[config.mk]
export PLATFORM = sky130hd
export DESIGN_NAME = dispatch_stage
export DESIGN_NICKNAME = d
export VERILOG_FILES = /design/src/rv64_isa_pkg.sv /design/src/rename_pkg.sv /design/src/rename_if.sv /design/src/instr_queue.sv /design/src/rename.sv /design/src/dispatch.sv /design/src/dispatch_stage.sv
export SDC_FILE = /design/constraint.sdc
export NUM_CORES = 1
export LEC_CHECK = 0
export BUFFER_PORTS_ARGS = -buffer_cell sky130_fd_sc_hd__buf_2
export CAP_MARGIN = 20
export CORE_ASPECT_RATIO = 1.5
export CORE_MARGIN = 8
export CORE_UTILIZATION = 45
export CTS_CLUSTER_SIZE = 14
export DETAILED_ROUTE_END_ITERATION = 10
export SKIP_CTS_REPAIR_TIMING = 1
export SLEW_MARGIN = 20
export SYNTH_ARGS = -nofsm -noshare
export SYNTH_HDL_FRONTEND = slang
export SYNTH_HIERARCHICAL = 1
export SYNTH_SLANG_ARGS = --single-unit
export TNS_END_PERCENT = 30
[constraint.sdc]
create_clock -name CLK -period 8.7 [get_ports CLK]
set_input_delay 1.305 -clock CLK [delete_from_list [all_inputs] [get_ports CLK]]
set_output_delay 1.305 -clock CLK [all_outputs]
set_load 0.1 [all_outputs]
[src/rv64_isa_pkg.sv]
// RV64I instruction definitions
package rv64_isa_pkg;

	typedef logic [5:0]  op_t;
	typedef logic [8:0]  unit_vec_t;
	typedef logic [63:0] xlen_t;
	typedef logic [4:0]  areg_t;

	localparam int AREG_NUM = 32;

	// Execution unit indices
	localparam int U_ADDER  = 0;
	localparam int U_LOGCMP = 1;
	localparam int U_SHIFT  = 2;
	localparam int U_JAL    = 3;
	localparam int U_BRU    = 4;
	localparam int U_LU     = 5;
	localparam int U_SU     = 6;
	localparam int U_FENCE  = 7;
	localparam int U_CSR    = 8;

	// ----------------------------------------
	// Operation codes, grouped by unit
	// ----------------------------------------
	localparam op_t OP_LUI     = 6'd0;
	localparam op_t OP_AUIPC   = 6'd1;
	localparam op_t OP_ADDI    = 6'd2;
	localparam op_t OP_ADDIW   = 6'd3;
	localparam op_t OP_ADD     = 6'd4;
	localparam op_t OP_ADDW    = 6'd5;
	localparam op_t OP_SUB     = 6'd6;
	localparam op_t OP_SUBW    = 6'd7;

	localparam op_t OP_SLTI    = 6'd8;
	localparam op_t OP_SLTIU   = 6'd9;
	localparam op_t OP_SLT     = 6'd10;
	localparam op_t OP_SLTU    = 6'd11;
	localparam op_t OP_XORI    = 6'd12;
	localparam op_t OP_ORI     = 6'd13;
	localparam op_t OP_ANDI    = 6'd14;
	localparam op_t OP_XOR     = 6'd15;
	localparam op_t OP_OR      = 6'd16;
	localparam op_t OP_AND     = 6'd17;

	localparam op_t OP_SLLI    = 6'd18;
	localparam op_t OP_SLLIW   = 6'd19;
	localparam op_t OP_SLL     = 6'd20;
	localparam op_t OP_SLLW    = 6'd21;
	localparam op_t OP_SRLI    = 6'd22;
	localparam op_t OP_SRLIW   = 6'd23;
	localparam op_t OP_SRL     = 6'd24;
	localparam op_t OP_SRLW    = 6'd25;
	localparam op_t OP_SRAI    = 6'd26;
	localparam op_t OP_SRAIW   = 6'd27;
	localparam op_t OP_SRA     = 6'd28;
	localparam op_t OP_SRAW    = 6'd29;

	localparam op_t OP_JAL     = 6'd30;
	localparam op_t OP_JALR    = 6'd31;

	localparam op_t OP_BEQ     = 6'd32;
	localparam op_t OP_BNE     = 6'd33;
	localparam op_t OP_BLT     = 6'd34;
	localparam op_t OP_BGE     = 6'd35;
	localparam op_t OP_BLTU    = 6'd36;
	localparam op_t OP_BGEU    = 6'd37;

	localparam op_t OP_LB      = 6'd38;
	localparam op_t OP_LH      = 6'd39;
	localparam op_t OP_LW      = 6'd40;
	localparam op_t OP_LD      = 6'd41;
	localparam op_t OP_LBU     = 6'd42;
	localparam op_t OP_LHU     = 6'd43;
	localparam op_t OP_LWU     = 6'd44;

	localparam op_t OP_SB      = 6'd45;
	localparam op_t OP_SH      = 6'd46;
	localparam op_t OP_SW      = 6'd47;
	localparam op_t OP_SD      = 6'd48;

	localparam op_t OP_FENCE   = 6'd49;
	localparam op_t OP_FENCE_I = 6'd50;

	localparam op_t OP_CSRRW   = 6'd51;
	localparam op_t OP_CSRRS   = 6'd52;
	localparam op_t OP_CSRRC   = 6'd53;
	localparam op_t OP_CSRRWI  = 6'd54;
	localparam op_t OP_CSRRSI  = 6'd55;
	localparam op_t OP_CSRRCI  = 6'd56;

endpackage

[src/rename_pkg.sv]
// Register rename sizes
package rename_pkg;

	// Copies held per architectural register
	localparam int RNDEPTH = 4;
	localparam int RNBIT   = 2;

	localparam int PTAG_W = $bits(rv64_isa_pkg::areg_t) + RNBIT;

	typedef logic [RNBIT-1:0]   copy_t;
	typedef logic [PTAG_W-1:0]  ptag_t;
	typedef logic [RNDEPTH-1:0] copy_mask_t;

	// Micro-instruction queue ahead of dispatch
	localparam int IQ_DEPTH = 4;
	localparam int IQ_PTR_W = 2;

	typedef logic [IQ_PTR_W-1:0] iq_ptr_t;
	typedef logic [IQ_PTR_W:0]   iq_cnt_t;

endpackage

[src/rename_if.sv]
// Dispatch to rename link
`timescale 1ns/1ns

interface rename_if;

	// Raw register numbers from dispatch
	rv64_isa_pkg::areg_t rs1_raw;
	rv64_isa_pkg::areg_t rs2_raw;
	rv64_isa_pkg::areg_t rd0_raw;
	logic                rd0_raw_valid;
	logic                rd0_commit;

	// Physical tags back from rename
	rename_pkg::ptag_t rs1_rename;
	rename_pkg::ptag_t rs2_rename;
	rename_pkg::ptag_t rd0_rename;
	logic              rd0_run_out;

	modport dispatch (
		output rs1_raw, rs2_raw, rd0_raw, rd0_raw_valid, rd0_commit,
		input  rs1_rename, rs2_rename, rd0_rename, rd0_run_out
	);

	modport rename (
		input  rs1_raw, rs2_raw, rd0_raw, rd0_raw_valid, rd0_commit,
		output rs1_rename, rs2_rename, rd0_rename, rd0_run_out
	);

endinterface

[src/instr_queue.sv]
// Decoded micro-instruction queue
`timescale 1ns/1ns

module instr_queue (
	input  logic                CLK,
	input  logic                rst_n,

	input  logic                push,
	output logic                full,
	input  rv64_isa_pkg::op_t   in_op,
	input  rv64_isa_pkg::xlen_t in_pc,
	input  rv64_isa_pkg::xlen_t in_imm,
	input  rv64_isa_pkg::areg_t in_rd,
	input  rv64_isa_pkg::areg_t in_rs1,
	input  rv64_isa_pkg::areg_t in_rs2,
	input  logic                in_is_rvc,

	input  logic                pop,
	output logic                empty,
	output rv64_isa_pkg::op_t   op,
	output rv64_isa_pkg::xlen_t pc,
	output rv64_isa_pkg::xlen_t imm,
	output rv64_isa_pkg::areg_t rd,
	output rv64_isa_pkg::areg_t rs1,
	output rv64_isa_pkg::areg_t rs2,
	output logic                is_rvc
);

	rv64_isa_pkg::op_t   op_q  [rename_pkg::IQ_DEPTH];
	rv64_isa_pkg::xlen_t pc_q  [rename_pkg::IQ_DEPTH];
	rv64_isa_pkg::xlen_t imm_q [rename_pkg::IQ_DEPTH];
	rv64_isa_pkg::areg_t rd_q  [rename_pkg::IQ_DEPTH];
	rv64_isa_pkg::areg_t rs1_q [rename_pkg::IQ_DEPTH];
	rv64_isa_pkg::areg_t rs2_q [rename_pkg::IQ_DEPTH];
	logic                rvc_q [rename_pkg::IQ_DEPTH];

	rename_pkg::iq_ptr_t rd_ptr;
	rename_pkg::iq_ptr_t wr_ptr;
	rename_pkg::iq_cnt_t count;
	logic                do_push;
	logic                do_pop;

	assign full    = (count == rename_pkg::iq_cnt_t'(rename_pkg::IQ_DEPTH));
	assign empty   = (count == '0);
	assign do_push = push & ~full;
	assign do_pop  = pop & ~empty;

	always_ff @(posedge CLK or negedge rst_n) begin
		if (!rst_n) begin
			rd_ptr <= '0;
			wr_ptr <= '0;
			count  <= '0;
		end else begin
			if (do_push)
				wr_ptr <= wr_ptr + 1'b1;
			if (do_pop)
				rd_ptr <= rd_ptr + 1'b1;
			count <= count + do_push - do_pop;
		end
	end

	// Payload storage
	always_ff @(posedge CLK) begin
		if (do_push) begin
			op_q[wr_ptr]  <= in_op;
			pc_q[wr_ptr]  <= in_pc;
			imm_q[wr_ptr] <= in_imm;
			rd_q[wr_ptr]  <= in_rd;
			rs1_q[wr_ptr] <= in_rs1;
			rs2_q[wr_ptr] <= in_rs2;
			rvc_q[wr_ptr] <= in_is_rvc;
		end
	end

	assign op     = op_q[rd_ptr];
	assign pc     = pc_q[rd_ptr];
	assign imm    = imm_q[rd_ptr];
	assign rd     = rd_q[rd_ptr];
	assign rs1    = rs1_q[rd_ptr];
	assign rs2    = rs2_q[rd_ptr];
	assign is_rvc = rvc_q[rd_ptr];

	a_no_push_full: assert property (@(posedge CLK) disable iff (!rst_n) push |-> !full);
	a_no_pop_empty: assert property (@(posedge CLK) disable iff (!rst_n) pop |-> !empty);

endmodule

[src/rename.sv]
// Copy-based register rename
`timescale 1ns/1ns

module rename (
	input  logic              CLK,
	input  logic              rst_n,
	rename_if.rename          rn,
	input  logic              commit_valid,
	input  rename_pkg::ptag_t commit_tag
);

	// Used copies and active copy per register
	rename_pkg::copy_mask_t used [rv64_isa_pkg::AREG_NUM];
	rename_pkg::copy_t      act  [rv64_isa_pkg::AREG_NUM];

	rename_pkg::copy_mask_t rd_used;
	rename_pkg::copy_t      free_copy;
	rv64_isa_pkg::areg_t    commit_reg;
	rename_pkg::copy_t      commit_copy;

	assign {commit_reg, commit_copy} = commit_tag;

	// ----------------------------------------
	// Source lookup
	// ----------------------------------------
	assign rn.rs1_rename = {rn.rs1_raw, act[rn.rs1_raw]};
	assign rn.rs2_rename = {rn.rs2_raw, act[rn.rs2_raw]};

	// ----------------------------------------
	// Destination proposal
	// ----------------------------------------
	assign rd_used = used[rn.rd0_raw];

	// Lowest unused copy wins
	always_comb begin
		free_copy = '0;
		for (int i = rename_pkg::RNDEPTH - 1; i >= 0; i--) begin
			if (!rd_used[i])
				free_copy = rename_pkg::copy_t'(i);
		end
	end

	assign rn.rd0_rename  = {rn.rd0_raw, free_copy};
	assign rn.rd0_run_out = rn.rd0_raw_valid & (&rd_used);

	// ----------------------------------------
	// Table update
	// ----------------------------------------
	always_ff @(posedge CLK or negedge rst_n) begin
		if (!rst_n) begin
			for (int r = 0; r < rv64_isa_pkg::AREG_NUM; r++) begin
				used[r] <= rename_pkg::copy_mask_t'(1);
				act[r]  <= '0;
			end
		end else begin
			if (commit_valid)
				used[commit_reg][commit_copy] <= 1'b0;
			if (rn.rd0_commit) begin
				used[rn.rd0_raw][free_copy] <= 1'b1;
				act[rn.rd0_raw]             <= free_copy;
			end
		end
	end

	// Released copy must be in use and already superseded
	a_commit_live: assert property (@(posedge CLK) disable iff (!rst_n)
		commit_valid |-> used[commit_reg][commit_copy] && (act[commit_reg] != commit_copy));

endmodule

[src/dispatch.sv]
// Unit select, issue and reorder offer
`timescale 1ns/1ns

module dispatch (
	input  logic                    CLK,
	input  logic                    rst_n,

	input  rv64_isa_pkg::op_t       op,
	input  rv64_isa_pkg::xlen_t     pc,
	input  rv64_isa_pkg::xlen_t     imm,
	input  rv64_isa_pkg::areg_t     rd,
	input  rv64_isa_pkg::areg_t     rs1,
	input  rv64_isa_pkg::areg_t     rs2,
	input  logic                    is_rvc,
	input  logic                    empty,
	output logic                    pop,

	rename_if.dispatch              rn,

	output rv64_isa_pkg::unit_vec_t issue_valid,
	input  rv64_isa_pkg::unit_vec_t issue_ready,
	output rv64_isa_pkg::op_t       issue_op,
	output rv64_isa_pkg::xlen_t     issue_pc,
	output rv64_isa_pkg::xlen_t     issue_imm,
	output logic                    issue_is_rvc,
	output rename_pkg::ptag_t       issue_rd_tag,
	output rename_pkg::ptag_t       issue_rs1_tag,
	output rename_pkg::ptag_t       issue_rs2_tag,

	output logic                    rob_valid,
	input  logic                    rob_ready,
	output rv64_isa_pkg::xlen_t     rob_pc,
	output rename_pkg::ptag_t       rob_rd_tag,
	output logic                    rob_rd_valid,
	output logic                    rob_is_branch
);

	rv64_isa_pkg::unit_vec_t unit_sel;
	logic                    writes_rd;
	logic                    head_ok;
	logic                    fire;

	// ----------------------------------------
	// Classification
	// ----------------------------------------
	always_comb begin
		unit_sel  = '0;
		writes_rd = 1'b1;
		case (op)
			rv64_isa_pkg::OP_LUI, rv64_isa_pkg::OP_AUIPC,
			rv64_isa_pkg::OP_ADDI, rv64_isa_pkg::OP_ADDIW,
			rv64_isa_pkg::OP_ADD, rv64_isa_pkg::OP_ADDW,
			rv64_isa_pkg::OP_SUB, rv64_isa_pkg::OP_SUBW:
				unit_sel[rv64_isa_pkg::U_ADDER] = 1'b1;
			rv64_isa_pkg::OP_SLTI, rv64_isa_pkg::OP_SLTIU,
			rv64_isa_pkg::OP_SLT, rv64_isa_pkg::OP_SLTU,
			rv64_isa_pkg::OP_XORI, rv64_isa_pkg::OP_ORI, rv64_isa_pkg::OP_ANDI,
			rv64_isa_pkg::OP_XOR, rv64_isa_pkg::OP_OR, rv64_isa_pkg::OP_AND:
				unit_sel[rv64_isa_pkg::U_LOGCMP] = 1'b1;
			rv64_isa_pkg::OP_SLLI, rv64_isa_pkg::OP_SLLIW,
			rv64_isa_pkg::OP_SLL, rv64_isa_pkg::OP_SLLW,
			rv64_isa_pkg::OP_SRLI, rv64_isa_pkg::OP_SRLIW,
			rv64_isa_pkg::OP_SRL, rv64_isa_pkg::OP_SRLW,
			rv64_isa_pkg::OP_SRAI, rv64_isa_pkg::OP_SRAIW,
			rv64_isa_pkg::OP_SRA, rv64_isa_pkg::OP_SRAW:
				unit_sel[rv64_isa_pkg::U_SHIFT] = 1'b1;
			rv64_isa_pkg::OP_JAL, rv64_isa_pkg::OP_JALR:
				unit_sel[rv64_isa_pkg::U_JAL] = 1'b1;
			rv64_isa_pkg::OP_BEQ, rv64_isa_pkg::OP_BNE,
			rv64_isa_pkg::OP_BLT, rv64_isa_pkg::OP_BGE,
			rv64_isa_pkg::OP_BLTU, rv64_isa_pkg::OP_BGEU: begin
				unit_sel[rv64_isa_pkg::U_BRU] = 1'b1;
				writes_rd                     = 1'b0;
			end
			rv64_isa_pkg::OP_LB, rv64_isa_pkg::OP_LH, rv64_isa_pkg::OP_LW,
			rv64_isa_pkg::OP_LD, rv64_isa_pkg::OP_LBU,
			rv64_isa_pkg::OP_LHU, rv64_isa_pkg::OP_LWU:
				unit_sel[rv64_isa_pkg::U_LU] = 1'b1;
			rv64_isa_pkg::OP_SB, rv64_isa_pkg::OP_SH,
			rv64_isa_pkg::OP_SW, rv64_isa_pkg::OP_SD: begin
				unit_sel[rv64_isa_pkg::U_SU] = 1'b1;
				writes_rd                    = 1'b0;
			end
			rv64_isa_pkg::OP_FENCE, rv64_isa_pkg::OP_FENCE_I: begin
				unit_sel[rv64_isa_pkg::U_FENCE] = 1'b1;
				writes_rd                       = 1'b0;
			end
			rv64_isa_pkg::OP_CSRRW, rv64_isa_pkg::OP_CSRRS, rv64_isa_pkg::OP_CSRRC,
			rv64_isa_pkg::OP_CSRRWI, rv64_isa_pkg::OP_CSRRSI, rv64_isa_pkg::OP_CSRRCI:
				unit_sel[rv64_isa_pkg::U_CSR] = 1'b1;
			default:
				writes_rd = 1'b0;
		endcase
	end

	// ----------------------------------------
	// Rename request and handshake
	// ----------------------------------------
	assign rn.rs1_raw       = rs1;
	assign rn.rs2_raw       = rs2;
	assign rn.rd0_raw       = rd;
	// x0 never takes a copy
	assign rn.rd0_raw_valid = writes_rd & (rd != '0);

	assign head_ok = ~empty & ~rn.rd0_run_out;
	assign fire    = head_ok & (|(unit_sel & issue_ready)) & rob_ready;

	assign pop           = fire;
	assign rn.rd0_commit = fire & rn.rd0_raw_valid;

	assign issue_valid   = head_ok ? unit_sel : '0;
	assign issue_op      = op;
	assign issue_pc      = pc;
	assign issue_imm     = imm;
	assign issue_is_rvc  = is_rvc;
	assign issue_rd_tag  = rn.rd0_rename;
	assign issue_rs1_tag = rn.rs1_rename;
	assign issue_rs2_tag = rn.rs2_rename;

	// Reorder record
	assign rob_valid     = head_ok;
	assign rob_pc        = pc;
	assign rob_rd_tag    = rn.rd0_rename;
	assign rob_rd_valid  = rn.rd0_raw_valid;
	assign rob_is_branch = unit_sel[rv64_isa_pkg::U_BRU] | unit_sel[rv64_isa_pkg::U_JAL];

	a_issue_onehot: assert property (@(posedge CLK) disable iff (!rst_n)
		$onehot0(issue_valid));

endmodule

[src/dispatch_stage.sv]
// Rename and dispatch stage top
`timescale 1ns/1ns

module dispatch_stage (
	input  logic                    CLK,
	input  logic                    rst_n,

	// Decoder side
	input  logic                    in_push,
	output logic                    in_full,
	input  rv64_isa_pkg::op_t       in_op,
	input  rv64_isa_pkg::xlen_t     in_pc,
	input  rv64_isa_pkg::xlen_t     in_imm,
	input  rv64_isa_pkg::areg_t     in_rd,
	input  rv64_isa_pkg::areg_t     in_rs1,
	input  rv64_isa_pkg::areg_t     in_rs2,
	input  logic                    in_is_rvc,

	// Issue queues
	output rv64_isa_pkg::unit_vec_t issue_valid,
	input  rv64_isa_pkg::unit_vec_t issue_ready,
	output rv64_isa_pkg::op_t       issue_op,
	output rv64_isa_pkg::xlen_t     issue_pc,
	output rv64_isa_pkg::xlen_t     issue_imm,
	output logic                    issue_is_rvc,
	output rename_pkg::ptag_t       issue_rd_tag,
	output rename_pkg::ptag_t       issue_rs1_tag,
	output rename_pkg::ptag_t       issue_rs2_tag,

	// Reorder buffer
	output logic                    rob_valid,
	input  logic                    rob_ready,
	output rv64_isa_pkg::xlen_t     rob_pc,
	output rename_pkg::ptag_t       rob_rd_tag,
	output logic                    rob_rd_valid,
	output logic                    rob_is_branch,

	input  logic                    commit_valid,
	input  rename_pkg::ptag_t       commit_tag
);

	rv64_isa_pkg::op_t   head_op;
	rv64_isa_pkg::xlen_t head_pc;
	rv64_isa_pkg::xlen_t head_imm;
	rv64_isa_pkg::areg_t head_rd;
	rv64_isa_pkg::areg_t head_rs1;
	rv64_isa_pkg::areg_t head_rs2;
	logic                head_is_rvc;
	logic                q_empty;
	logic                q_pop;

	rename_if rn_if ();

	instr_queue i_queue (
		.CLK       (CLK),
		.rst_n     (rst_n),
		.push      (in_push),
		.full      (in_full),
		.in_op     (in_op),
		.in_pc     (in_pc),
		.in_imm    (in_imm),
		.in_rd     (in_rd),
		.in_rs1    (in_rs1),
		.in_rs2    (in_rs2),
		.in_is_rvc (in_is_rvc),
		.pop       (q_pop),
		.empty     (q_empty),
		.op        (head_op),
		.pc        (head_pc),
		.imm       (head_imm),
		.rd        (head_rd),
		.rs1       (head_rs1),
		.rs2       (head_rs2),
		.is_rvc    (head_is_rvc)
	);

	dispatch i_dispatch (
		.CLK           (CLK),
		.rst_n         (rst_n),
		.op            (head_op),
		.pc            (head_pc),
		.imm           (head_imm),
		.rd            (head_rd),
		.rs1           (head_rs1),
		.rs2           (head_rs2),
		.is_rvc        (head_is_rvc),
		.empty         (q_empty),
		.pop           (q_pop),
		.rn            (rn_if.dispatch),
		.issue_valid   (issue_valid),
		.issue_ready   (issue_ready),
		.issue_op      (issue_op),
		.issue_pc      (issue_pc),
		.issue_imm     (issue_imm),
		.issue_is_rvc  (issue_is_rvc),
		.issue_rd_tag  (issue_rd_tag),
		.issue_rs1_tag (issue_rs1_tag),
		.issue_rs2_tag (issue_rs2_tag),
		.rob_valid     (rob_valid),
		.rob_ready     (rob_ready),
		.rob_pc        (rob_pc),
		.rob_rd_tag    (rob_rd_tag),
		.rob_rd_valid  (rob_rd_valid),
		.rob_is_branch (rob_is_branch)
	);

	rename i_rename (
		.CLK          (CLK),
		.rst_n        (rst_n),
		.rn           (rn_if.rename),
		.commit_valid (commit_valid),
		.commit_tag   (commit_tag)
	);

endmodule

==> results of run 1 <==
## worst reg2reg max path, delay by kind of cell (launching register included)
| kind | cells | cell delay (ps) |
|---|---|---|
| muxes | 3 | 1750 |
| DFF | 1 | 660 |
| buffers and inverters | 1 | 570 |
| AOI/OAI and AO/OA | 1 | 180 |
| and+or+nand+nor | 10 | 3020 |
## final cells by class
cell class	count	area, sq um	share of cell area
inverters	9	33.78	0.0008904
flip-flops and latches	799	23040	0.6074
clock buffers	102	2073	0.05465
multi-input cells	867	8745	0.2305
repair buffers	432	2283	0.06019
clock inverters	41	459.2	0.01210
diodes	16	40.04	0.001055
well taps	1008	1261	0.03324
## stage by stage
step           area, sq um  instances  hold WS [ps]    util
5_1_grt              37910       3262         508.3  0.4997
3_3_place_gp         35340       3114         473.0  0.4657
6_report             37940       3274         490.8  0.5001
4_1_cts              37900       3258         490.4  0.4996
3_5_place_dp         35370       3115         479.1  0.4662
2_1_floorplan        34310       2036         459.9       -
## cells by family after synthesis
logic type,after synthesis,synth area share
adder cells (fa/ha/maj),8,0.003100
XOR/XNOR,5,0.001276
multiplexers,291,0.1555
AND/OR/NAND/NOR,220,0.03523
flip-flops,799,0.6715
AO/OA/AOI/OAI,343,0.05832
buffers and inverters,370,0.07509
## cell usage in the layout, fill, tap and decap left out, drive strengths merged, types with 4 or more instances in the layout
master,count
mux2i,65
dfstp,32
edfxtp,600
nand2b,4
o31ai,33
a21oi,4
nor2b,5
xnor2,4
and2,5
clkbuf,103
clkinv,27
ha,6
nand4b,6
o21ai,259
mux4,190
buf,431
nor4,12
and3b,7
nand4bb,6
bufinv,6
dfrtp,167
diode,16
nand2,112
inv,14
nor2,16
o22ai,34
nor3,7
nand3,8
mux2,36
or4b,5
nor3b,9
## cell usage after synthesis, drive strengths merged, types with 6 or more instances
cell / number
ha: 6
nand4b: 6
o21ai: 259
nor3: 7
nand4bb: 6
buf: 321
inv: 9
clkbuf: 40
dfrtp: 167
nor2: 16
nand2: 112
mux4: 190
and3b: 7
dfstp: 32
o31ai: 33
mux2: 36
nand3: 8
mux2i: 65
nor3b: 9
o22ai: 34
nor4: 12
edfxtp: 600
## layer usage
layer  global-route usage  part of all wire
met3              0.06062             0.078
met4              0.08770             0.040
met5                    0            0.0022
met1               0.2369              0.36
met2               0.3533              0.52
## how the worst max path moves through the flow
stage,start,end,slack (ps),cells past startpoint
floorplan,i_queue/rd_ptr[0],issue_valid[4],100,17
global placement,i_queue/rd_ptr[0],issue_valid[4],2350,12
detailed placement,i_queue/rd_ptr[0],issue_valid[4],2440,12
CTS,i_queue/rd_ptr[0],issue_valid[4],1730,12
global route,i_queue/rd_ptr[0],issue_valid[2],1460,12
finish,i_queue/rd_ptr[0],issue_valid[2],1710,12
## flip-flops by register name (all words and copies together) (netlist names)
name	count
i_queue/count	3
i_queue/imm_q	256
i_queue/op_q	24
i_queue/pc_q	256
i_queue/rd_ptr	2
i_queue/rd_q	20
i_queue/rs1_q	20
i_queue/rs2_q	20
i_queue/rvc_q	4
i_queue/wr_ptr	2
i_rename/act	64
i_rename/used	128
==> results by group, run 1 <==
Min path
  • Hold path startpoint: i_rename/used[84]
  • Worst hold path depth: 2
  • Worst Hold End: i_rename/used[84]
  • Worst hold path type: reg -> reg

Synthesis
  • Share of the synthesized area in the top cell type: 0.5252
  • Synth async-reset ratio: 0.2491
  • Commonest register cell after synthesis: edfxtp_1
  • Distinct cells, synth: 62
  • Area contributors post-synth: edfxtp_1, mux4_2, dfrtp_1
  • Area leader, netlist: edfxtp_1
  • Mapped Area: 34310 sq um
  • Syn nets: ~2200
  • Synthesis-stage register bit count: approximately 800
  • Seq/Total Area, Yosys: 0.6715
  • Synth warn: 6
  • Gate Count Post-Synth: about 2000
  • Number of synthesized flops with an enable pin: 600
  • Syn avg cell area: between 15 and 20 sq um

CTS
  • Inserted Clock Buffers: 79
  • CTS H-Tree Depth: 3
  • Max Buffers Root-to-Sink: 3
  • CTS Sinks: about 800
  • Latest clock arrival within the worst-skew pair: 650 ps
  • Clock root buffer master: clkbuf_16
  • CTS tree: done
  • Clk pin slew, worst setup/hold paths: around 60 ps

Die
  • # rows: 124
  • Die area: ~86000 sq um
  • Initial core utilization: 0.4522
  • Die Y: 354.2 microns
  • Core area: 75870 sq um
  • Die W: 241.4 microns
  • IO Pins: roughly 400

Drt
  • DR vias: 18604
  • First-pass DRT Iterations: 5
  • DR iter-0 viols: 1394
  • Drt via density: 5.682
  • DRC: 0
  • ANT nets after route: 0
  • Average wire per standard cell: 26.91 microns
  • Post-Route WL: around 90000 microns

STA
  • Final hold violations: 0
  • Setup WS post-layout: 1712 ps
  • Slew HR: 0.1766
  • Slew Viols, Final: 0
  • Endpoints failing setup: 0
  • Measured slew at the worst slew-check pin: 1231 ps
  • Clk_skew: 31.36 ps
  • Period minus WS final: 6988 ps
  • F_max: 143.1 MHz
  • RSZ-0062 raised after global routing: no
  • Ratio of final minimum period to clock period: 0.8032
  • Final setup TNS: 0 ps

Worst setup path
  • WS Path Type: reg -> out
  • Critical path launch point type: flip-flop
  • WP buf/inv: 2
  • Reg2Reg Setup Slack: 2410 ps
  • Nature of the critical path endpoint: output pin
  • Req. time, crit path: 7390 ps
  • RR Startpoint: i_queue/rd_ptr[0]
  • Critical path's top delay family: simple AND/OR/NAND/NOR gates
  • Cells along the critical path: mux4_4 > buf_4 > mux2i_1 > o22ai_1 > nor4_1 > nand2_1 > nand3_1 > nor2_1 > nor2_1 > nand2_1 > nor3_1 > buf_2
  • Critical path fanouts, max: 46
  • Slowest-stage cell, CP: mux4_4
  • Crit path DAT: 5680 ps
  • R2R depth: 15
  • R2R Path End: i_rename/act[27]
  • Critical Path Max Stage Delay: 1040 ps

Placement
  • Dpl ws: 2440 ps
  • GPL Wtd Cong: 0.9671
  • IO buf count: 410
  • Post-DP HPWL: 58710 microns

Cells and area
  • Layout fillers: 6250
  • Fraction of layout instances using a drive strength above 1: 0.3773
  • Area growth syn-to-layout: 10.59%
  • Final nets: 2366

Run status
  • Run status: complete, no violations

Global route
  • Vias in the first global route: 19600
  • Largest net degree at the start of global routing: 139
  • Initial antenna violation count: 36
  • First-pass GRT wire length: 130300 microns
  • Grt ovf: 0
  • GRT Total Usage: 0.2058

Job
  • Max-Cap Viols: 0
Power of run 1 is left out: the tool's default activity adds up to more than one toggle a clock period on the data nets, which glitch-free logic cannot reach.
==> inputs of run 2 (changes only) <==
--- a/config.mk
+++ b/config.mk
@@ -5,6 +5,7 @@
 export SDC_FILE = /design/constraint.sdc
 export NUM_CORES = 1
 export LEC_CHECK = 0
+export ABC_AREA = 1
 export BUFFER_PORTS_ARGS = -buffer_cell sky130_fd_sc_hd__buf_2
 export CAP_MARGIN = 20
 export CORE_ASPECT_RATIO = 1.5
==> constraint.sdc (replaced) <==
create_clock -name CLK -period 6.65 [get_ports CLK]
set_input_delay 0.9975 -clock CLK [delete_from_list [all_inputs] [get_ports CLK]]
set_output_delay 0.9975 -clock CLK [all_outputs]
set_load 0.1 [all_outputs]
==> results by group, run 2 <==
Worst setup path
  • Req. time, crit path: 5650 ps (was 7390 ps)
  • Critical path launch point type: flip-flop (unchanged)
  • Reg2Reg Setup Slack: 1160 ps (was 2410 ps)
  • CP dominant cell by count: nand2_1
  • Nature of the critical path endpoint: output pin (unchanged)
  • Crit path DAT: 5130 ps (was 5680 ps)
  • R2R Path End: i_queue/count[2] (was i_rename/act[27])
  • RR Startpoint: i_queue/rd_ptr[0] (unchanged)
  • Critical path's top delay family: simple AND/OR/NAND/NOR gates (unchanged)
  • Critical Path Max Stage Delay: 780 ps (was 1040 ps)
  • Cells along the critical path: inv_6 > o21ai_0 > nand2_2 > nand2_1 > inv_2 > nand2_1 > nand2_1 > o21ai_1 > nand2_1 > nor2_1 > nand2_1 > nand2_4 > inv_4 > nand2_1 > nor2_1 > nor2_1 > clkinv_1 > nor4_2 > buf_12 (was mux4_4 > buf_4 > mux2i_1 > o22ai_1 > nor4_1 > nand2_1 > nand3_1 > nor2_1 > nor2_1 > nand2_1 > nor3_1 > buf_2)
  • WS Path Type: reg -> out (unchanged)
  • R2R depth: 30 (was 15)
  • WP buf/inv: 5 (was 2)
  • Slowest-stage cell, CP: dfrtp_4 (was mux4_4)
  • Critical path fanouts, max: 51 (was 46)

Synthesis
  • Main combinational cell family by area after synthesis: simple AND/OR/NAND/NOR gates (was multiplexers)
  • Area leader, netlist: edfxtp_1 (unchanged)
  • Syn nets: 3894 (was 2214)
  • Most frequent cell after synthesis: nand2_1 (was edfxtp_1)
  • Syn avg cell area: 9.891 sq um (was 16.85 sq um)
  • Post-Synth XOR/XNOR Area: 0 (was 0.001276)
  • Compound-gate portion of the synthesized area: 0.09511 (was 0.05832)
  • Distinct cells, synth: 40 (was 62)
  • Synthesis-stage register bit count: 799 (unchanged)
  • Synth async-reset ratio: 0.2491 (unchanged)
  • Mux contribution to synthesized area: 0 (was 0.1555)
  • Mapped Area: 36750 sq um (was 34310 sq um)
  • Number of synthesized flops with an enable pin: 600 (unchanged)
  • Synth top cells by count: nand2_1, edfxtp_1, nor2_1 (was edfxtp_1, buf_4, mux4_2)
  • Gate Count Post-Synth: 3716 (was 2036)
  • Seq/Total Area, Yosys: 0.6268 (was 0.6715)
  • Post-synthesis simple-gate area fraction: 0.1687 (was 0.03523)
  • Share of the synthesized area in the top cell type: 0.4902 (was 0.5252)
  • Area contributors post-synth: edfxtp_1, dfrtp_1, nand2_1 (was edfxtp_1, mux4_2, dfrtp_1)
  • Synth warn: 6 (unchanged)
  • Post-synthesis adder-cell area fraction: 0.002587 (was 0.003100)
  • Commonest register cell after synthesis: edfxtp_1 (unchanged)

Drt
  • Top sig layer: met5 (unchanged)
  • Drt via density: 5.264 (was 5.682)
  • ANT nets after route: 0 (unchanged)
  • DR vias: 25948 (was 18604)
  • Met1 wire length: 36140 microns (was 32020 microns)
  • First-pass DRT Iterations: 5 (unchanged)
  • DR iter-0 viols: 2084 (was 1394)
  • Met2 wire length: 47910 microns (was 45470 microns)
  • Post-Route WL: 97810 microns (was 88100 microns)
  • WL met3: 8189 microns (was 6860 microns)
  • Average wire per standard cell: 19.84 microns (was 26.91 microns)
  • DRC: 0 (unchanged)

CTS
  • CTS H-Tree Depth: 3 (unchanged)
  • Clk pin slew, worst setup/hold paths: 60 ps (about the same)
  • Inserted Clock Buffers: 81 (was 79)
  • Latest clock arrival within the worst-skew pair: 630 ps (was 650 ps)
  • Max Buffers Root-to-Sink: 3 (unchanged)
  • CTS tree: done (unchanged)
  • CTS Sinks: 799 (unchanged)
  • Clock root buffer master: clkbuf_16 (unchanged)

Cells and area
  • Most frequent cells in the layout: nand2_1, edfxtp_1, nor2_1, o21ai_0, buf_2 (was edfxtp_1, buf_2, mux4_2, dfrtp_1, o21ai_0)
  • Area growth syn-to-layout: 10.25% (was 10.59%)
  • Final nets: 3985 (was 2366)
  • Register area: 23040 sq um (about the same)
  • Most common cell after layout, fill and taps aside: nand2_1 (was edfxtp_1)
  • Layout fillers: 7296 (was 6250)
  • Fraction of layout instances using a drive strength above 1: 0.1677 (was 0.3773)
  • Top Registers: i_queue/imm_q x256, i_queue/pc_q x256, i_rename/used x128 (unchanged)
  • Area of the multi-input gates: 9857 sq um (was 8745 sq um)

STA
  • Final setup TNS: 0 ps (unchanged)
  • Setup WS post-layout: 523.8 ps (was 1712 ps)
  • Slew HR: 0.2288 (was 0.1766)
  • Slew Viols, Final: 0 (unchanged)
  • Clk_skew: 19.93 ps (was 31.36 ps)
  • Final hold violations: 0 (unchanged)
  • Measured slew at the worst slew-check pin: 1153 ps (was 1231 ps)
  • F_max: 163.2 MHz
  • Period minus WS final: 6126 ps
  • RSZ-0062 raised after global routing: no (unchanged)
  • Ratio of final minimum period to clock period: 0.9212
  • Final hold slack: 422.5 ps (was 490.8 ps)
  • Endpoints failing setup: 0 (unchanged)

Global route
  • GRT Total Usage: 0.2080 (was 0.2058)
  • First-pass GRT wire length: 148500 microns (was 130300 microns)
  • Largest net degree at the start of global routing: 146 (was 139)
  • Initial antenna violation count: 36 (unchanged)
  • Vias in the first global route: 25382 (was 19600)
  • Grt ovf: 0 (unchanged)

Job
  • Max-Cap Viols: 0 (unchanged)

Die
  • IO Pins: 411 (unchanged)
  • # rows: 128 (was 124)
  • Core area: 81040 sq um (was 75870 sq um)
  • Die Y: 366.0 microns (was 354.2 microns)
  • Die area: 91270 sq um (was 85510 sq um)
  • Die W: 249.3 microns (was 241.4 microns)
  • Initial core utilization: 0.4535 (was 0.4522)

Run status
  • Run status: complete, no violations (unchanged)

Placement
  • Post-DP HPWL: 63020 microns (was 58710 microns)
  • IO buf count: 410 (unchanged)
  • Dpl ws: 1148 ps (was 2440 ps)
  • GPL Wtd Cong: 0.9544 (was 0.9671)

Min path
  • Worst hold path type: in -> async (was reg -> reg)
[run 2: cell type report]
type | instances | area share
tap | 1040 | 0.03211
antenna | 18 | 0.001112
clock inverter | 40 | 0.01285
sequential | 799 | 0.5686
inverter | 254 | 0.02390
multi-input combinational | 2224 | 0.2433
clock buffer | 107 | 0.05431
timing repair buffer | 447 | 0.06385
[run 2: logic make-up (layout without fill, tap and decap cells)]
group	count (synthesis)	count (layout)
AOI/OAI and AO/OA	658	658
adders and majority gates	7	7
buffers and inverters	693	848
DFF	799	799
other	0	18
and+or+nand+nor	1559	1559
[run 2: worst max-delay path by stage]
stage | from | cells past startpoint | end | slack, ps
after floorplan | in_push | 2 | i_queue/imm_q[0][0] | -1380
after detailed placement | i_queue/rd_ptr[1] | 22 | issue_valid[0] | 1150
after CTS | i_queue/rd_ptr[1] | 22 | issue_valid[0] | 440
final | i_queue/rd_ptr[0] | 19 | issue_valid[0] | 520
after global routing | i_queue/rd_ptr[1] | 22 | issue_valid[0] | 120
after global placement | i_queue/rd_ptr[1] | 22 | issue_valid[0] | 1220
[run 2: worst reg2reg max path, delay by kind of cell (launching register included)]
kind | cells | cell delay [ps]
flops | 1 | 780
buf+inv | 8 | 1550
compound gates | 1 | 260
simple gates | 18 | 2050
fa+ha+maj | 3 | 810
[run 2: per-layer routing]
| layer | GRT usage | up-vias |
|---|---|---|
| met5 | 0 | - |
| li1 | - | 12344 |
| met2 | 0.3557 | 1070 |
| met3 | 0.05932 | 342 |
| met4 | 0.1126 | 34 |
| met1 | 0.2334 | 12158 |
[run 2: stage by stage]
step	cell area, sq um	instances	utilization
after detailed placement	37730	4763	0.4656
after floorplan	36760	3716	-
final	40520	4929	0.5000
after global routing	40490	4916	0.4996
after global placement	37730	4763	0.4655
after CTS	40450	4910	0.4992
Power of run 2 is left out for the same reason.
==> inputs of run 3 (changes only) <==
--- a/config.mk
+++ b/config.mk
@@ -13,6 +13,8 @@
 export CORE_UTILIZATION = 45
 export CTS_CLUSTER_SIZE = 14
 export DETAILED_ROUTE_END_ITERATION = 10
+export MAX_ROUTING_LAYER = met4
+export SETUP_SLACK_MARGIN = 0.15
 export SKIP_CTS_REPAIR_TIMING = 1
 export SLEW_MARGIN = 20
 export SYNTH_ARGS = -nofsm -noshare
==> constraint.sdc (replaced) <==
create_clock -name CLK -period 6.65 [get_ports CLK]
set_input_delay 0.9975 -clock CLK [delete_from_list [all_inputs] [get_ports CLK]]
set_output_delay 0.9975 -clock CLK [all_outputs]
set_load 0.02 [all_outputs]
==> results by group, run 3 (synthesis gave the netlist of run 2 again) <==
Global route
  • Most Used Layer, Global Route: met2 (unchanged)
  • Vias in the first global route: 25608 (was 25382)
  • Initial antenna violation count: 39 (was 36)
  • Largest net degree at the start of global routing: 236 (was 146)
  • GR Layer Usage met1: 0.2461 (was 0.2334)
  • GRT met2 Usage: 0.3636 (was 0.3557)
  • First-pass GRT wire length: 150800 microns (was 148500 microns)
  • M3 GR Usage: 0.04890 (was 0.05932)
  • Grt ovf: 0 (unchanged)
  • GRT Total Usage: 0.2173 (was 0.2080)

Cells and area
  • Top Registers: i_queue/imm_q x256, i_queue/pc_q x256, i_rename/used x128 (unchanged)
  • Final nets: 3983 (was 3985)
  • Register area: 23040 sq um (unchanged)
  • Final std cells w/o fill: 4942 (was 4929)
  • Area growth syn-to-layout: 9.648% (was 10.25%)
  • Area of the multi-input gates: 9848 sq um (was 9857 sq um)
  • Fin util: 0.4973 (was 0.5000)
  • Most frequent cells in the layout: nand2_1, edfxtp_1, nor2_1, o21ai_0, buf_2 (unchanged)
  • Fraction of layout instances using a drive strength above 1: 0.1679 (was 0.1677)
  • Most common cell after layout, fill and taps aside: nand2_1 (unchanged)
  • Layout fillers: 7374 (was 7296)

Run status
  • Run status: complete, no violations (unchanged)

Min path
  • Worst hold path type: in -> async (unchanged)

STA
  • F_max: 166.8 MHz (was 163.2 MHz)
  • Period minus WS final: 5997 ps (was 6126 ps)
  • Clk_skew: 27.09 ps (was 19.93 ps)
  • RSZ-0062 raised after global routing: no (unchanged)
  • Ratio of final minimum period to clock period: 0.9018 (was 0.9212)
  • Slew HR: 0.2421 (was 0.2288)
  • Slew Viols, Final: 0 (unchanged)
  • Endpoints failing setup: 0 (unchanged)
  • Final hold violations: 0 (unchanged)
  • Measured slew at the worst slew-check pin: 1133 ps (was 1153 ps)

CTS
  • Latest clock arrival within the worst-skew pair: 640 ps (was 630 ps)
  • CTS Sinks: 799 (unchanged)
  • CTS H-Tree Depth: 3 (unchanged)
  • CTS tree: done (unchanged)
  • Clk pin slew, worst setup/hold paths: 70 ps (was 60 ps)
  • Inserted Clock Buffers: 81 (unchanged)
  • Clock root buffer master: clkbuf_16 (unchanged)
  • Max Buffers Root-to-Sink: 3 (unchanged)

Job
  • Max-Cap Viols: 0 (unchanged)

Power and ir drop
  • Final total power: 19.61 mW
  • Clock share of power: 0.228
  • Leak: about 17 nW
  • Sequential share of power: 0.344
  • Comb pwr share: 0.428
  • Sw power: 8.557 mW
  • Worst vdd ir: 0.3680 mV
  • Power Density: 486.5 nW/um^2
  • Sw Share: 0.4364
  • Int Power: between 10 and 15 mW

Worst setup path
  • Req. time, crit path: 5650 ps (about the same)
  • Crit path DAT: 5000 ps (was 5130 ps)
  • Critical path launch point type: flip-flop (unchanged)
  • Nature of the critical path endpoint: output pin (unchanged)
  • Critical path fanouts, max: 86 (was 51)
  • WS Path Type: reg -> out (unchanged)

Placement
  • Inst Count DP: 4760 (was 4763)
  • Post-DP HPWL: 63830 microns (was 63020 microns)
  • GPL Wtd Cong: 0.9751 (was 0.9544)
  • IO buf count: 410 (unchanged)

Die
  • Core area: 81040 sq um (unchanged)
  • Initial core utilization: 0.4535 (unchanged)
  • Die W: 249.3 microns (unchanged)
  • Die area: 91270 sq um (unchanged)
  • IO Pins: 411 (unchanged)
  • # rows: 128 (unchanged)
  • Die Y: 366.0 microns (unchanged)

Drt
  • DR vias: 25985 (was 25948)
  • Drt via density: 5.258 (was 5.264)
  • First-pass DRT Iterations: 7 (was 5)
  • ANT nets after route: 0 (unchanged)
  • Post-Route WL: 99500 microns (was 97810 microns)
  • DRC: 0 (unchanged)
  • DR iter-0 viols: 1991 (was 2084)
  • Average wire per standard cell: 20.13 microns (was 19.84 microns)
-- run 3: cell count changes in the layout (fill, tap and decap cells not counted), moves of 4 or more --
cell,previous run,this run
buf_12,17,7
buf_2,396,409
buf_4,32,26
bufinv_16,9,5
clkbuf_1,20,12
clkinv_1,11,16
clkinv_2,9,15
diode_2,18,31
-- run 3: through the flow --
| step | setup slack (ps) | cell area, sq um | setup TNS, ps | hold WS, ps |
|---|---|---|---|---|
| final | 653.1 | 40300 | 0 | 411.0 |
| after detailed placement | 1202 | 37550 | 0 | 474.9 |
| after floorplan | -1385 | 36750 | -830900 | 441.5 |
| after CTS | 487.2 | 40190 | 0 | 405.2 |
| after global routing | 195.6 | 40300 | 0 | 443.6 |
| after global placement | 1285 | 37550 | 0 | 465.8 |
-- run 3: final timing paths --
check	start	endpoint	slack (ps)	cells after the start
max in group asynchronous	rst_n	i_rename/used[6]	4790	2
setup reg to reg	i_queue/rd_ptr[0]	i_rename/used[42]	1340	25
setup / recovery	i_queue/rd_ptr[1]	issue_rs2_tag[1]	650	14
hold / removal	rst_n	i_rename/used[57]	410	1
hold reg to reg	i_rename/used[124]	i_rename/used[124]	480	2
min in group CLK	i_rename/used[124]	i_rename/used[124]	480	2
-- run 3: routing by layer --
metal	share of wire	routed length, microns	vias up
met4	0.046	4580	0
met5	0	0	-
li1	-	-	12363
met1	0.39	38740	12361
met2	0.50	49330	972
met3	0.069	6849	289
-- run 3: area by class of cell --
| cell class | instances | share of cell area |
|---|---|---|
| antenna | 31 | 0.001925 |
| clock buffer | 97 | 0.05306 |
| clock inverter | 52 | 0.01242 |
| inverter | 254 | 0.02409 |
| multi-input combinational | 2224 | 0.2444 |
| sequential | 799 | 0.5717 |
| tap | 1040 | 0.03229 |
| timing repair buffer | 445 | 0.06011 |
-- run 3: worst max-delay path, stage by stage, from the launching register on --
cell and delay [ps]:
dfrtp_1 440, inv_8 410, buf_4 780, nor2_1 100, o21ai_0 100, nand2_1 440, inv_1 640, o21ai_0 180
o22ai_1 200, o21a_1 190, o21ai_0 120, nand2_1 90, nor2_1 40, a21oi_1 320, buf_2 240
-- run 3: power by group through the flow --
stage	Clock, mW	Combinational [mW]	Sequential, mW
global route	4.77	9.14	6.81
floorplan	0	7.22	6.88
CTS	4.59	8.42	6.75
detailed placement	0	8.39	6.84
global placement	0	8.33	6.84
finish	4.47	8.40	6.74
Power figures use the tool's default switching activity.
